[src/source/bep_defs.svh]
`ifndef BEP_DEFS_SVH
`define BEP_DEFS_SVH

// datapath widths
`define BEP_XLEN      32
`define BEP_REG_AW    5
`define BEP_TIMER_W   64
`define BEP_CSR_AW    14
`define BEP_IMM_W     12
`define BEP_INSTR_W   26  // low instruction bits carried down the pipe

// ex, m1, m2, wb
`define BEP_STAGE_NUM 4
`define BEP_FWD_NUM   (`BEP_STAGE_NUM - 1)  // forward taps per pipe: m1, m2, wb

// op code field widths
`define BEP_ALU_OP_W  4
`define BEP_CSR_OP_W  2

// csr numbers
`define BEP_CSR_SAVE0 14'h30
`define BEP_CSR_SAVE1 14'h31
`define BEP_CSR_TID   14'h40

`endif

[src/source/bep_pkg.sv]
`include "bep_defs.svh"

package bep_pkg;

	typedef enum logic [`BEP_ALU_OP_W-1:0] {
		ALU_ADD, ALU_SUB, ALU_AND, ALU_OR, ALU_XOR, ALU_SLT,
		ALU_SLTU, ALU_SLL, ALU_SRL, ALU_SRA, ALU_LUI
	} alu_op_e;

	typedef enum logic {WB_ALU, WB_CSR} wb_sel_e;  // m2 result source

	typedef enum logic [`BEP_CSR_OP_W-1:0] {CSR_NONE, CSR_RD, CSR_WR, CSR_XCHG} csr_op_e;

	// same 26 bits, two decodings
	typedef struct packed {
		logic [`BEP_INSTR_W-`BEP_IMM_W-2*`BEP_REG_AW-1:0] hi;
		logic [`BEP_IMM_W-1:0]                            imm;  // inst[21:10]
		logic [2*`BEP_REG_AW-1:0]                         regs;
	} alu_field_t;

	typedef struct packed {
		logic [`BEP_INSTR_W-`BEP_CSR_AW-2*`BEP_REG_AW-1:0] hi;
		logic [`BEP_CSR_AW-1:0]                            num;  // inst[23:10]
		logic [2*`BEP_REG_AW-1:0]                          regs;
	} csr_field_t;

	typedef union packed {
		alu_field_t alu;
		csr_field_t csr;
	} instr_field_u;

	// one-hot selects, bit 0 is the stage's own operand
	typedef struct packed {
		logic                     pipe_sel;
		logic [`BEP_FWD_NUM:0]    ex_src;  // own/m1/m2/wb
		logic [`BEP_FWD_NUM-1:0]  m1_src;  // own/m2/wb
		logic [`BEP_FWD_NUM-2:0]  m2_src;  // own/wb
	} fwd_sel_t;

	typedef struct packed {
		logic                   valid;
		alu_op_e                alu_op;
		logic                   use_imm;
		wb_sel_e                wb_sel;
		csr_op_e                csr_op;
		logic [`BEP_REG_AW-1:0] w_reg;
		instr_field_u           instr;
		fwd_sel_t [1:0]         fwd;  // [0] rd, [1] rj
	} ctrl_flow_t;

	typedef struct packed {
		logic [`BEP_XLEN-1:0]       pc;
		logic [1:0][`BEP_XLEN-1:0]  reg_data;  // [0] rd, [1] rj
		logic [`BEP_XLEN-1:0]       result;
	} data_flow_t;

	// index 0 is m1, 1 is m2, 2 is wb
	typedef logic [`BEP_FWD_NUM-1:0][`BEP_XLEN-1:0] fwd_vals_t;

	typedef struct packed {
		fwd_vals_t pipe1;
		fwd_vals_t pipe0;
	} fwd_src_t;

	typedef struct packed {
		logic [`BEP_XLEN-1:0] wb;
		logic [`BEP_XLEN-1:0] m2;
		logic [`BEP_XLEN-1:0] m1;
	} fwd_out_t;

	typedef struct packed {
		logic [`BEP_REG_AW-1:0] addr;
		logic [`BEP_XLEN-1:0]   data;
	} reg_wr_t;

	typedef struct packed {
		logic                   commit;  // write takes effect at the end of this m2 cycle
		csr_op_e                op;
		logic [`BEP_CSR_AW-1:0] num;
		logic [`BEP_XLEN-1:0]   wdata;   // rd operand
		logic [`BEP_XLEN-1:0]   wmask;   // rj operand
	} csr_req_t;

endpackage

[src/source/operand_forward.sv]
`include "bep_defs.svh"
`timescale 1ns/1ps

module operand_forward #(
	parameter int SOURCE_NUM = 3
)(
	input  logic                                  pipe_sel_i,
	input  logic [SOURCE_NUM:0]                   sel_i,        // [0] own, then nearest tap first
	input  logic [SOURCE_NUM-1:0][`BEP_XLEN-1:0]  src_pipe0_i,
	input  logic [SOURCE_NUM-1:0][`BEP_XLEN-1:0]  src_pipe1_i,
	input  logic [`BEP_XLEN-1:0]                  own_i,
	output logic [`BEP_XLEN-1:0]                  data_o
);

	logic [SOURCE_NUM-1:0][`BEP_XLEN-1:0] pipe_vals;

	assign pipe_vals = pipe_sel_i ? src_pipe1_i : src_pipe0_i;

	// and-or mux, sel_i is one-hot for a valid stage
	always_comb begin
		logic [`BEP_XLEN-1:0] acc;
		acc = own_i & {`BEP_XLEN{sel_i[0]}};
		for (int i = 0; i < SOURCE_NUM; i++) begin
			acc |= pipe_vals[i] & {`BEP_XLEN{sel_i[i+1]}};
		end
		data_o = acc;
	end

endmodule

[src/source/exec_alu.sv]
`include "bep_defs.svh"
`timescale 1ns/1ps

module exec_alu (
	input  bep_pkg::ctrl_flow_t   ctrl_i,
	input  logic [`BEP_XLEN-1:0]  opnd_rj_i,
	input  logic [`BEP_XLEN-1:0]  opnd_rd_i,
	output logic [`BEP_XLEN-1:0]  alu_result_o
);

	logic [`BEP_IMM_W-1:0] imm;
	logic [`BEP_XLEN-1:0]  imm_sext;
	logic [`BEP_XLEN-1:0]  op_a, op_b;
	logic [4:0]            shamt;

	assign imm = ctrl_i.instr.alu.imm;
	assign imm_sext = {{(`BEP_XLEN-`BEP_IMM_W){imm[`BEP_IMM_W-1]}}, imm};

	assign op_a = opnd_rj_i;
	assign op_b = ctrl_i.use_imm ? imm_sext : opnd_rd_i;
	assign shamt = op_b[4:0];  // only low 5 bits shift

	always_comb begin
		case (ctrl_i.alu_op)
			bep_pkg::ALU_ADD:  alu_result_o = op_a + op_b;
			bep_pkg::ALU_SUB:  alu_result_o = op_a - op_b;
			bep_pkg::ALU_AND:  alu_result_o = op_a & op_b;
			bep_pkg::ALU_OR:   alu_result_o = op_a | op_b;
			bep_pkg::ALU_XOR:  alu_result_o = op_a ^ op_b;
			bep_pkg::ALU_SLT: begin
				alu_result_o = {{(`BEP_XLEN-1){1'b0}}, $signed(op_a) < $signed(op_b)};
			end
			bep_pkg::ALU_SLTU: begin
				alu_result_o = {{(`BEP_XLEN-1){1'b0}}, op_a < op_b};
			end
			bep_pkg::ALU_SLL:  alu_result_o = op_a << shamt;
			bep_pkg::ALU_SRL:  alu_result_o = op_a >> shamt;
			bep_pkg::ALU_SRA:  alu_result_o = $signed(op_a) >>> shamt;
			// upper immediate, low bits cleared
			bep_pkg::ALU_LUI:  alu_result_o = imm_sext << (`BEP_XLEN - `BEP_IMM_W);
			default:           alu_result_o = '0;
		endcase
	end

endmodule

[src/source/csr_file.sv]
`include "bep_defs.svh"
`timescale 1ns/1ps

module csr_file (
	input  logic                     clk,
	input  logic                     rst_n,
	input  bep_pkg::csr_req_t        csr_req_i,
	output logic [`BEP_XLEN-1:0]     csr_rdata_o,
	output logic [`BEP_TIMER_W-1:0]  timer_data_o,
	output logic [`BEP_XLEN-1:0]     tid_o
);

	logic [`BEP_XLEN-1:0]     save0_q, save1_q, tid_q;
	logic [`BEP_TIMER_W-1:0]  timer_q;
	logic [`BEP_XLEN-1:0]     wr_val;
	logic                     wr_en;

	// every op hands back the value before the write
	always_comb begin
		case (csr_req_i.num)
			`BEP_CSR_SAVE0: csr_rdata_o = save0_q;
			`BEP_CSR_SAVE1: csr_rdata_o = save1_q;
			`BEP_CSR_TID:   csr_rdata_o = tid_q;
			default:        csr_rdata_o = '0;  // unmapped
		endcase
	end

	assign wr_en = csr_req_i.commit
		&& (csr_req_i.op == bep_pkg::CSR_WR || csr_req_i.op == bep_pkg::CSR_XCHG);

	// xchg only touches the bits set in the mask
	assign wr_val = (csr_req_i.op == bep_pkg::CSR_XCHG)
		? (csr_rdata_o & ~csr_req_i.wmask) | (csr_req_i.wdata & csr_req_i.wmask)
		: csr_req_i.wdata;

	always_ff @(posedge clk) begin
		if (!rst_n) begin
			save0_q <= '0;
			save1_q <= '0;
			tid_q <= '0;
		end else if (wr_en) begin
			case (csr_req_i.num)
				`BEP_CSR_SAVE0: save0_q <= wr_val;
				`BEP_CSR_SAVE1: save1_q <= wr_val;
				`BEP_CSR_TID:   tid_q <= wr_val;
				default:        ;  // write dropped
			endcase
		end
	end

	// free-running stable counter
	always_ff @(posedge clk) begin
		if (!rst_n) timer_q <= '0;
		else timer_q <= timer_q + 1'b1;
	end

	assign timer_data_o = timer_q;
	assign tid_o = tid_q;

	// m2 only commits instructions decoded as csr ops
	a_commit_op: assert property (@(posedge clk) disable iff (!rst_n)
		csr_req_i.commit |-> csr_req_i.op != bep_pkg::CSR_NONE);

endmodule

[src/source/stage_regs.sv]
`include "bep_defs.svh"
`timescale 1ns/1ps

module stage_regs (
	input  logic                  clk,
	input  logic                  rst_n,
	input  logic                  issue_i,
	input  bep_pkg::ctrl_flow_t   ctrl_flow_i,
	input  bep_pkg::data_flow_t   data_flow_i,
	input  logic [2:0]            stall_vec_i,
	input  logic [2:0]            clr_vec_i,
	input  bep_pkg::fwd_src_t     forwarding_src_i,
	input  logic [`BEP_XLEN-1:0]  alu_result_i,
	input  logic [`BEP_XLEN-1:0]  csr_rdata_i,
	output bep_pkg::ctrl_flow_t   ex_ctrl_o,
	output logic [`BEP_XLEN-1:0]  ex_rj_o,
	output logic [`BEP_XLEN-1:0]  ex_rd_o,
	output bep_pkg::csr_req_t     csr_req_o,
	output bep_pkg::fwd_out_t     forwarding_data_o,
	output bep_pkg::reg_wr_t      reg_wr_o
);

	bep_pkg::ctrl_flow_t ex_ctrl, m1_ctrl, m2_ctrl, wb_ctrl;
	bep_pkg::data_flow_t ex_raw, m1_raw, m2_raw, wb_data;
	bep_pkg::data_flow_t ex_fwd, m1_fwd, m2_fwd;  // raw word with forwarded operands
	logic [1:0][`BEP_XLEN-1:0] ex_opnd, m1_opnd, m2_opnd;

	// held stage keeps what it captured, so every select goes back to own
	function automatic bep_pkg::fwd_sel_t to_own(bep_pkg::fwd_sel_t s);
		bep_pkg::fwd_sel_t o;
		o = s;
		o.ex_src = 1;
		o.m1_src = 1;
		o.m2_src = 1;
		return o;
	endfunction

	for (genvar r = 0; r < 2; r++) begin : g_fwd
		operand_forward #(.SOURCE_NUM(3)) u_ex_fwd (
			.pipe_sel_i(ex_ctrl.fwd[r].pipe_sel), .sel_i(ex_ctrl.fwd[r].ex_src),
			.src_pipe0_i(forwarding_src_i.pipe0), .src_pipe1_i(forwarding_src_i.pipe1),
			.own_i(ex_raw.reg_data[r]), .data_o(ex_opnd[r]));
		operand_forward #(.SOURCE_NUM(2)) u_m1_fwd (
			.pipe_sel_i(m1_ctrl.fwd[r].pipe_sel), .sel_i(m1_ctrl.fwd[r].m1_src),
			.src_pipe0_i(forwarding_src_i.pipe0[2:1]), .src_pipe1_i(forwarding_src_i.pipe1[2:1]),
			.own_i(m1_raw.reg_data[r]), .data_o(m1_opnd[r]));
		operand_forward #(.SOURCE_NUM(1)) u_m2_fwd (
			.pipe_sel_i(m2_ctrl.fwd[r].pipe_sel), .sel_i(m2_ctrl.fwd[r].m2_src),
			.src_pipe0_i(forwarding_src_i.pipe0[2:2]), .src_pipe1_i(forwarding_src_i.pipe1[2:2]),
			.own_i(m2_raw.reg_data[r]), .data_o(m2_opnd[r]));

		// hazard unit must hand over a legal select for anything live
		a_ex_sel: assert property (@(posedge clk) disable iff (!rst_n)
			ex_ctrl.valid |-> $onehot(ex_ctrl.fwd[r].ex_src));
		a_m1_sel: assert property (@(posedge clk) disable iff (!rst_n)
			m1_ctrl.valid |-> $onehot(m1_ctrl.fwd[r].m1_src));
		a_m2_sel: assert property (@(posedge clk) disable iff (!rst_n)
			m2_ctrl.valid |-> $onehot(m2_ctrl.fwd[r].m2_src));
	end

	always_comb begin
		ex_fwd = ex_raw;
		ex_fwd.reg_data = ex_opnd;
		m1_fwd = m1_raw;
		m1_fwd.reg_data = m1_opnd;
		m2_fwd = m2_raw;
		m2_fwd.reg_data = m2_opnd;
		m2_fwd.result = (m2_ctrl.wb_sel == bep_pkg::WB_CSR) ? csr_rdata_i : m2_raw.result;
	end

	// control words
	always_ff @(posedge clk) begin
		if (!rst_n) ex_ctrl <= '0;
		else if (!stall_vec_i[0]) ex_ctrl <= issue_i ? ctrl_flow_i : '0;
		else ex_ctrl.fwd <= {to_own(ex_ctrl.fwd[1]), to_own(ex_ctrl.fwd[0])};
	end

	always_ff @(posedge clk) begin
		if (!rst_n) m1_ctrl <= '0;
		else if (stall_vec_i[1]) m1_ctrl.fwd <= {to_own(m1_ctrl.fwd[1]), to_own(m1_ctrl.fwd[0])};
		else if (clr_vec_i[0] || stall_vec_i[0]) m1_ctrl <= '0;  // bubble
		else m1_ctrl <= ex_ctrl;
	end

	always_ff @(posedge clk) begin
		if (!rst_n) m2_ctrl <= '0;
		else if (stall_vec_i[2]) m2_ctrl.fwd <= {to_own(m2_ctrl.fwd[1]), to_own(m2_ctrl.fwd[0])};
		else if (clr_vec_i[1] || stall_vec_i[1]) m2_ctrl <= '0;
		else m2_ctrl <= m1_ctrl;
	end

	always_ff @(posedge clk) begin
		if (!rst_n || clr_vec_i[2] || stall_vec_i[2]) wb_ctrl <= '0;
		else wb_ctrl <= m2_ctrl;
	end

	// data words, hold cycles capture the forwarded operands
	always_ff @(posedge clk) begin
		ex_raw <= stall_vec_i[0] ? ex_fwd : data_flow_i;
		m1_raw <= stall_vec_i[1] ? m1_fwd
			: '{pc: ex_raw.pc, reg_data: ex_opnd, result: alu_result_i};
		m2_raw <= stall_vec_i[2] ? m2_fwd : m1_fwd;
		wb_data <= m2_fwd;  // wb never holds
	end

	assign ex_ctrl_o = ex_ctrl;
	assign ex_rd_o = ex_opnd[0];
	assign ex_rj_o = ex_opnd[1];

	assign csr_req_o.commit = m2_ctrl.valid && m2_ctrl.wb_sel == bep_pkg::WB_CSR
		&& !stall_vec_i[2] && !clr_vec_i[2];
	assign csr_req_o.op = m2_ctrl.csr_op;
	assign csr_req_o.num = m2_ctrl.instr.csr.num;
	assign csr_req_o.wdata = m2_opnd[0];
	assign csr_req_o.wmask = m2_opnd[1];

	assign forwarding_data_o.m1 = m1_ctrl.valid ? m1_raw.result : '0;
	assign forwarding_data_o.m2 = m2_ctrl.valid ? m2_fwd.result : '0;
	assign forwarding_data_o.wb = wb_ctrl.valid ? wb_data.result : '0;

	assign reg_wr_o.addr = wb_ctrl.valid ? wb_ctrl.w_reg : '0;
	assign reg_wr_o.data = wb_ctrl.valid ? wb_data.result : '0;

endmodule

[src/source/backend_top.sv]
`include "bep_defs.svh"
`timescale 1ns/1ps

module backend_top (
	input  logic                     clk,
	input  logic                     rst_n,
	input  logic                     issue_i,
	input  bep_pkg::ctrl_flow_t      ctrl_flow_i,
	input  bep_pkg::data_flow_t      data_flow_i,
	input  logic [2:0]               stall_vec_i,  // [0] ex, [1] m1, [2] m2
	input  logic [2:0]               clr_vec_i,
	input  bep_pkg::fwd_src_t        forwarding_src_i,
	output bep_pkg::fwd_out_t        forwarding_data_o,
	output bep_pkg::reg_wr_t         reg_wr_o,
	output logic [`BEP_TIMER_W-1:0]  timer_data_o,
	output logic [`BEP_XLEN-1:0]     tid_o
);

	bep_pkg::ctrl_flow_t   ex_ctrl;
	bep_pkg::csr_req_t     csr_req;
	logic [`BEP_XLEN-1:0]  ex_rj, ex_rd;
	logic [`BEP_XLEN-1:0]  alu_result;
	logic [`BEP_XLEN-1:0]  csr_rdata;

	stage_regs u_stage_regs (
		.clk               (clk),
		.rst_n             (rst_n),
		.issue_i           (issue_i),
		.ctrl_flow_i       (ctrl_flow_i),
		.data_flow_i       (data_flow_i),
		.stall_vec_i       (stall_vec_i),
		.clr_vec_i         (clr_vec_i),
		.forwarding_src_i  (forwarding_src_i),
		.alu_result_i      (alu_result),
		.csr_rdata_i       (csr_rdata),
		.ex_ctrl_o         (ex_ctrl),
		.ex_rj_o           (ex_rj),
		.ex_rd_o           (ex_rd),
		.csr_req_o         (csr_req),
		.forwarding_data_o (forwarding_data_o),
		.reg_wr_o          (reg_wr_o)
	);

	exec_alu u_exec_alu (
		.ctrl_i       (ex_ctrl),
		.opnd_rj_i    (ex_rj),
		.opnd_rd_i    (ex_rd),
		.alu_result_o (alu_result)
	);

	csr_file u_csr_file (
		.clk          (clk),
		.rst_n        (rst_n),
		.csr_req_i    (csr_req),
		.csr_rdata_o  (csr_rdata),
		.timer_data_o (timer_data_o),
		.tid_o        (tid_o)
	);

endmodule

[config.mk]
export PLATFORM = sky130hd
export DESIGN_NAME = backend_top
export DESIGN_NICKNAME = d
export VERILOG_FILES = /design/src/source/bep_pkg.sv /design/src/source/operand_forward.sv /design/src/source/exec_alu.sv /design/src/source/csr_file.sv /design/src/source/stage_regs.sv /design/src/source/backend_top.sv
export VERILOG_INCLUDE_DIRS = /design/src /design/src/source
export SDC_FILE = /design/constraint.sdc
export NUM_CORES = 2
export LEC_CHECK = 0
export BUFFER_PORTS_ARGS = -buffer_cell sky130_fd_sc_hd__clkbuf_2
export CAP_MARGIN = 25
export CORE_UTILIZATION = 35
export CTS_BUF_LIST = sky130_fd_sc_hd__clkbuf_4 sky130_fd_sc_hd__clkbuf_8 sky130_fd_sc_hd__clkbuf_16
export DETAILED_ROUTE_END_ITERATION = 6
export PLACE_DENSITY = 0.54
export SLEW_MARGIN = 0
export SYNTH_ARGS = -nofsm -noshare
export SYNTH_HDL_FRONTEND = slang
export SYNTH_SLANG_ARGS = --single-unit
[constraint.sdc]
create_clock -name clk -period 12.5 [get_ports clk]
set_input_delay 0.625 -clock clk [delete_from_list [all_inputs] [get_ports clk]]
set_output_delay 0.625 -clock clk [all_outputs]
set_load 0.01 [all_outputs]
# Word-level counts from Yosys, hierarchy flattened
# Index checks and enable logic that the tools add are counted.
# W data, S select, Z words.
[totals]
reg_bits = 645
out_inout_bits = 229
word_cells = 174
[classes]
n_addsub = 3
n_lt_le_gt_ge = 2
eq_ne = 15
shift = 3
mux = 24
bitwise_logic = 39
reduce_logical = 19
[op_table]
columns = ["cell", "n"]
rows = [
  ["$and A32 B32 Y32", 21],
  ["$or A32 B32 Y32", 14],
  ["$pmux W32 S11", 1],
  ["$mux W96", 3],
  ["$mux W128", 2],
  ["$mux W32", 8],
  ["$mux W60", 3],
  ["$mux W64", 2],
  ["$pmux W32 S3", 1],
  ["$add A64 B1 Y64 const B", 1],
  ["$lt A32 B32 Y1", 2],
  ["$add A32 B32 Y32", 1],
  ["$mux W16", 2],
  ["$not A32 Y32", 1],
  ["$shl A32 B5 Y32", 1],
  ["$shr A32 B5 Y32", 1],
  ["$sshr A32 B5 Y32", 1],
  ["$sub A32 B32 Y32", 1],
  ["$xor A32 B32 Y32", 1],
  ["$eq A14 B6 Y1 const B", 2],
  ["$eq A4 B3 Y1 const B", 4],
  ["$eq A14 B7 Y1 const B", 1],
  ["$eq A4 B4 Y1 const B", 3],
  ["$mux W11", 1],
  ["11 further kinds", 27],
]

# Longest topological paths before layout
[logic_depth]
ltp_word = 9
depth_mapped = 22
mapped_depth_nobuf = 17

# Modules after synthesis
# A second synthesis with hierarchy kept.
[hier_totals]
hier_cells = 4462
area_unflattened_um2 = 40573.9
[modules_own_cells]
columns = ["mod", "instances", "cells_each", "area_each_um2", "seq_area_each_um2"]
rows = [
  ["stage_regs", 1, 1313, 15222.1, 8688.3],
  ["exec_alu", 1, 1422, 9346.5, 0.0],
  ["csr_file", 1, 857, 7937.6, 3203.1],
  ["operand_forward (u_stage_regs.g_fwd[0].u_ex_fwd ...)", 2, 215, 2003.2, 0.0],
  ["operand_forward (u_stage_regs.g_fwd[0].u_m1_fwd ...)", 2, 146, 1183.6, 0.0],
  ["operand_forward (u_stage_regs.g_fwd[0].u_m2_fwd ...)", 2, 74, 847.1, 0.0],
]

# Worst setup path before layout
# Ideal clock, no wire load.
[synth_path]
path_kind = "reg-to-reg"
startpoint = "reg u_stage_regs.ex_ctrl_o[9] (netlist name)"
endpoint = "reg u_stage_regs.m1_raw, in the netlist u_stage_regs.m1_fwd[27], data pin"
setup_ns = 0.261
t_arrival_ns = 4.484
t_required_ns = 12.239
setup_slack_ns = 7.755
path_stages_with_launch = 19
path_cell_list = "dfxtp_1 buf_4 buf_6 clkbuf_1 clkbuf_1 buf_1 a21oi_1 a221o_1 o21a_1 ha_1 clkbuf_1 nor3_2 o2111ai_2 a2111oi_4 o32ai_2 o31a_1 o31ai_1 xnor2_1 a221o_1"
[synth_via]
elab_chain_cells = 9
word_cells_on_any_way = 18
classes_between = "2 x add/sub; 3 x shift; 4 x mux; 9 x bitwise"
[synth_lines]
columns = ["element", "line_no", "source"]
rows = [
  ["$mux W96 (*)", "operand_forward.sv:17", "assign pipe_vals = pipe_sel_i ? src_pipe1_i : src_pipe0_i;"],
  ["$and A32 B32 Y32", "operand_forward.sv:24", "acc |= pipe_vals[i] & {`BEP_XLEN{sel_i[i+1]}};"],
  ["$or A32 B32 Y32 (2 in a row)", "operand_forward.sv:24", ""],
  ["$or A32 B32 Y32 (*)", "operand_forward.sv:24", ""],
  ["$mux W32 (*)", "exec_alu.sv:20", "assign op_b = ctrl_i.use_imm ? imm_sext : opnd_rd_i;"],
  ["$sub A32 B32 Y32 (tied with other cells)", "exec_alu.sv:26", "bep_pkg::ALU_SUB: alu_result_o = op_a - op_b;"],
  ["$pmux W32 S11 (*)", "exec_alu.sv:24", "case (ctrl_i.alu_op)"],
  ["net alu_result[27]", "backend_top.sv:22", "logic [`BEP_XLEN-1:0] alu_result;"],
  ["$mux W128 (*)", "stage_regs.sv:100", "m1_raw <= stall_vec_i[1] ? m1_fwd"],
  ["end signal: assignment", "stage_regs.sv:100", ""],
  ["end: declaration", "stage_regs.sv:24", "bep_pkg::data_flow_t ex_raw, m1_raw, m2_raw, wb_data;"],
]
# The timed path passes the listed nets; every way through them passes the cells marked *. The select of a mux whose other input is x is not followed.
# A chain may end at the register's enable or synchronous reset.

# Worst setup path after layout
[layout_path]
startpoint = "reg u_stage_regs.ex_ctrl_o[7] (netlist name)"
endpoint = "reg u_stage_regs.m1_raw, in the netlist u_stage_regs.m1_fwd[20], data pin"
[layout_via]
elab_chain_cells = 7
word_cells_on_any_way = 14
classes_between = "2 x add/sub; 3 x shift; 3 x mux; 6 x bitwise"
[layout_lines]
columns = ["element", "line_no"]
rows = [
  ["$and A32 B32 Y32 (*)", "operand_forward.sv:24"],
  ["$or A32 B32 Y32 (*) (2 in a row)", "operand_forward.sv:24"],
  ["$mux W32 (*)", "exec_alu.sv:20"],
  ["$sub A32 B32 Y32 (tied with other cells)", "exec_alu.sv:26"],
  ["$pmux W32 S11 (*)", "exec_alu.sv:24"],
  ["net alu_result[20]", "backend_top.sv:22"],
  ["$mux W128 (*)", "stage_regs.sv:100"],
]
# Marked as above.

==> results.md <==
- Core ar.: 0.104 mm^2
- Setup violators final: 0
- Sink Count: approximately 570
- Number of global-route vias before repair: 33500
- Top Family by Delay on Critical Path: compound AO/OA/AOI/OAI gates
- Via density: a little over 6
- R2R depth: 20
- Total Wirelength: between 150 and 200 mm
- Post-synth ARST share: 0%
- Min cycle time layout: around 7000 ps
- Pwr per Cell Area: between 100 and 150 mW/mm^2
- Synth cell count leaders: 534 x dfxtp_1, 418 x nand2_1, 332 x mux2_2, 331 x a21oi_1, 307 x nor2_1
- Unrepaired setup endpoints after global routing: no
- CP max stage delay: between 600 and 700 ps
- Post-synth top area share: between 20 and 30%
- Final TNS setup: 0 ps
- Met2 usage: about half
- CP arrival: between 7000 and 8000 ps
- Hold Path Class: in2reg
- Initial core utilization: 35.5%
- Die area: about 0.11 mm^2
- Crit path depth: 20
- GR Util met1: between 40% and 50%
- CP Cell Sequence: buf_4 -> a22oi_1 -> a21oi_1 -> o22ai_4 -> buf_4 -> inv_2 -> buf_4 -> ha_1 -> inv_1 -> fa_1 -> nor2_1 -> o311ai_0 -> a21oi_1 -> nor2_1 -> o221ai_1 -> a311oi_1 -> o32a_1 -> a21oi_1 -> o21bai_1 -> or3_1
- Die Height: 327 um
- Yosys reg bits: 566
- Post-CTS Setup Inserts: 0
- CTS root buf: clkbuf_16
- Clock slew at reported path FFs: 60 ps
- CTS buffer count: 69
- Synth cell types: ~100
- Initial DRC count: around 5000
- Worst relative slew slack: between 10% and 20%
- DRC viols: 10
- CTS max path bufs: 3
- Avg Cell Area, Syn: 8.67 um^2
- Failing checks: DRC
- Initial antenna violation count: 40
- Placed cell areas: just over 0.04 mm^2
- Port Buffers: around 540
- Synth top area cells: dfxtp_1 29%, mux2_2 10%, mux2i_1 6.5%, a21oi_1 4.5%, nand2_1 4.3%
- CP max FO: 63
- Ports: 618
- Required time worst endpoint: 12880 ps
- Clk_lat worst skew: roughly 650 ps
- 1st-pass router iterations: 7
- Setup Skew: between 20 and 25 ps
- Die width: 327 um
- Number of synthesized flops with an enable pin: 32
- Worst slew pin tran: roughly 1300 ps
- Final worst-path cycle share: roughly 56%
- Worst Path Buf+Inv: 5
- Final Hold Viols: 0
- Total global-route track usage: 34.3%
- Top-count cell post-synth: dfxtp_1
- Cell with the biggest individual delay on the critical path: buf_4
- Max frequency: 0.143 GHz
- Max Slew Vio Count: 0
- CP Class: reg2reg
- Pin count of the biggest net entering global routing: approximately 110
- Worst vdd ir: 82.2 uV
- DR vias: around 37000
- CTS Hold Buffers Added: 0
- Core Rows: around 120
- Routed Antenna Nets: 0
- Hold Path Cell Cnt: 2
- Wire length per cell: around 31 um
- Ys flop type: dfxtp_1
- Fill count: 10600
- YS warnings: 0
- Synth area leader: dfxtp_1
- Final net count: between 5000 and 6000
- DP HPWL: between 100 and 150 mm
- Worst setup SP type: flip-flop
- Seq/Total Area, Yosys: about a third
- Mapped Cells: between 4000 and 5000
- # H-tree levels: 3
- Fin area: 0.0430 mm^2
- GR peak layer: met2
- M3 GR Usage: under 10%
- Syn Std Cell Area: between 0.03 and 0.04 mm^2
- Status: complete, but fails checks
- Gp weighted congestion: approximately 1.0
- CTS tree: built
- Cts repair resizes: 0
- First-pass GRT wire length: 264 mm
- # Max-Cap Violations: 0
- Critical Path End Type: flip-flop
- Post-Syn Nets: between 4000 and 5000
- Share of cells above drive strength 1: approximately a quarter
- Remaining global-route overflow: 0
- Pleak: approximately 0.017 uW
- P&R area growth vs syn: 16.5%
-- sequential cells by signal, indices dropped and copies added (netlist names) --
name / flops
u_stage_regs.m2_ctrl: 13
u_stage_regs.wb_data: 32
u_stage_regs.ex_ctrl_o: 48
u_stage_regs.ex_raw: 64
u_stage_regs.m1_ctrl: 35
u_stage_regs.m1_fwd: 32
u_stage_regs.m1_raw: 64
u_stage_regs.m2_raw: 96
u_stage_regs.csr_req_o: 16
u_csr_file.tid_o: 32
u_csr_file.save1_q: 32
u_csr_file.save0_q: 32
u_stage_regs.wb_ctrl: 6
u_csr_file.timer_data_o: 64
-- stage by stage --
step	hold slack (ps)	total power, uW	cells	setup slack [ps]	utilization (%)
global placement	410	3710	5876	5830	38.8
floorplan	403	2990	4250	7760	-
global route	178	6090	6016	5220	41.3
finish	187	5910	6027	5500	41.3
detailed placement	411	3700	5879	5840	38.9
CTS	155	5880	5999	5790	41.2
-- placed cells by master (no fill, tap or decap), types with 58 or more instances in the layout --
master     count
a221oi_1      86
o21ai_0      108
ha_1         105
clkbuf_2     537
a21boi_0     103
nand2_1      418
and2_1       176
mux2_2       332
xnor2_1       64
nor2_1       307
clkbuf_16     77
mux2i_1      241
a21oi_1      331
a22oi_1      166
nand3_1       58
buf_4         99
inv_1         94
a222oi_1      66
dfxtp_1      511
a22o_1        60
-- path summary, 6_finish.rpt --
path                                                 from                   endpoint  slack [ps]
worst max register to register  u_stage_regs.ex_ctrl_o[7]    u_stage_regs.m1_fwd[20]        5500
worst min register to register  u_stage_regs.ex_ctrl_o[2]    u_stage_regs.m1_ctrl[2]         420
worst max-delay path            u_stage_regs.ex_ctrl_o[7]    u_stage_regs.m1_fwd[20]        5500
worst min-delay path                       ctrl_flow_i[6]  u_stage_regs.ex_ctrl_o[6]         190
-- report_power, final --
part           internal (uW)  leakage, uW  switching, uW  total [uW]
logic                    531       0.0112           1140        1670
registers               1980      0.00471           93.8        2070
clock network           1300      0.00122            872        2170
total                   3810       0.0172           2100        5910
-- kinds of logic (layout without fill, tap and decap cells) --
| group | Yosys count | in the layout | share of synthesized area [%] |
|---|---|---|---|
| flip-flops | 566 | 566 | 31.6 |
| adder cells (fa/ha/maj) | 107 | 107 | 3.67 |
| other | 0 | 25 | 0 |
| multiplexers | 585 | 585 | 17.3 |
| buffers and inverters | 492 | 864 | 5.88 |
| AO/OA/AOI/OAI | 1246 | 1246 | 24.9 |
| XOR/XNOR | 78 | 78 | 1.85 |
| AND/OR/NAND/NOR | 1176 | 1176 | 14.8 |
-- worst reg2reg max path, stage by stage (launching register included) --
cell and delay (ps):
dfxtp_2 460, buf_4 700, a22oi_1 150, a21oi_1 340
o22ai_4 110, buf_4 270, inv_2 450, buf_4 490
ha_1 330, inv_1 80, fa_1 500, nor2_1 140
o311ai_0 190, a21oi_1 380, nor2_1 140, o221ai_1 370
a311oi_1 250, o32a_1 370, a21oi_1 150, o21bai_1 350
or3_1 500
-- layout make-up --
cell class	instances	area [um^2]	area share [%]
clock buffers	104	2220	5.18
multi-input cells	3192	23100	53.9
clock inverters	16	244	0.568
diodes	25	62.6	0.146
repair buffers	641	3490	8.13
well taps	1380	1730	4.02
inverters	103	387	0.900
flip-flops and latches	566	11700	27.2
-- metal layers --
metal | vias up | part of all wire (%)
met4 | 28 | 5.1
li1 | 16300 | -
met2 | 2011 | 43
met5 | - | 0.096
met3 | 337 | 9.8
met1 | 18000 | 42
Note: power is estimated with default switching activity, not from simulation.
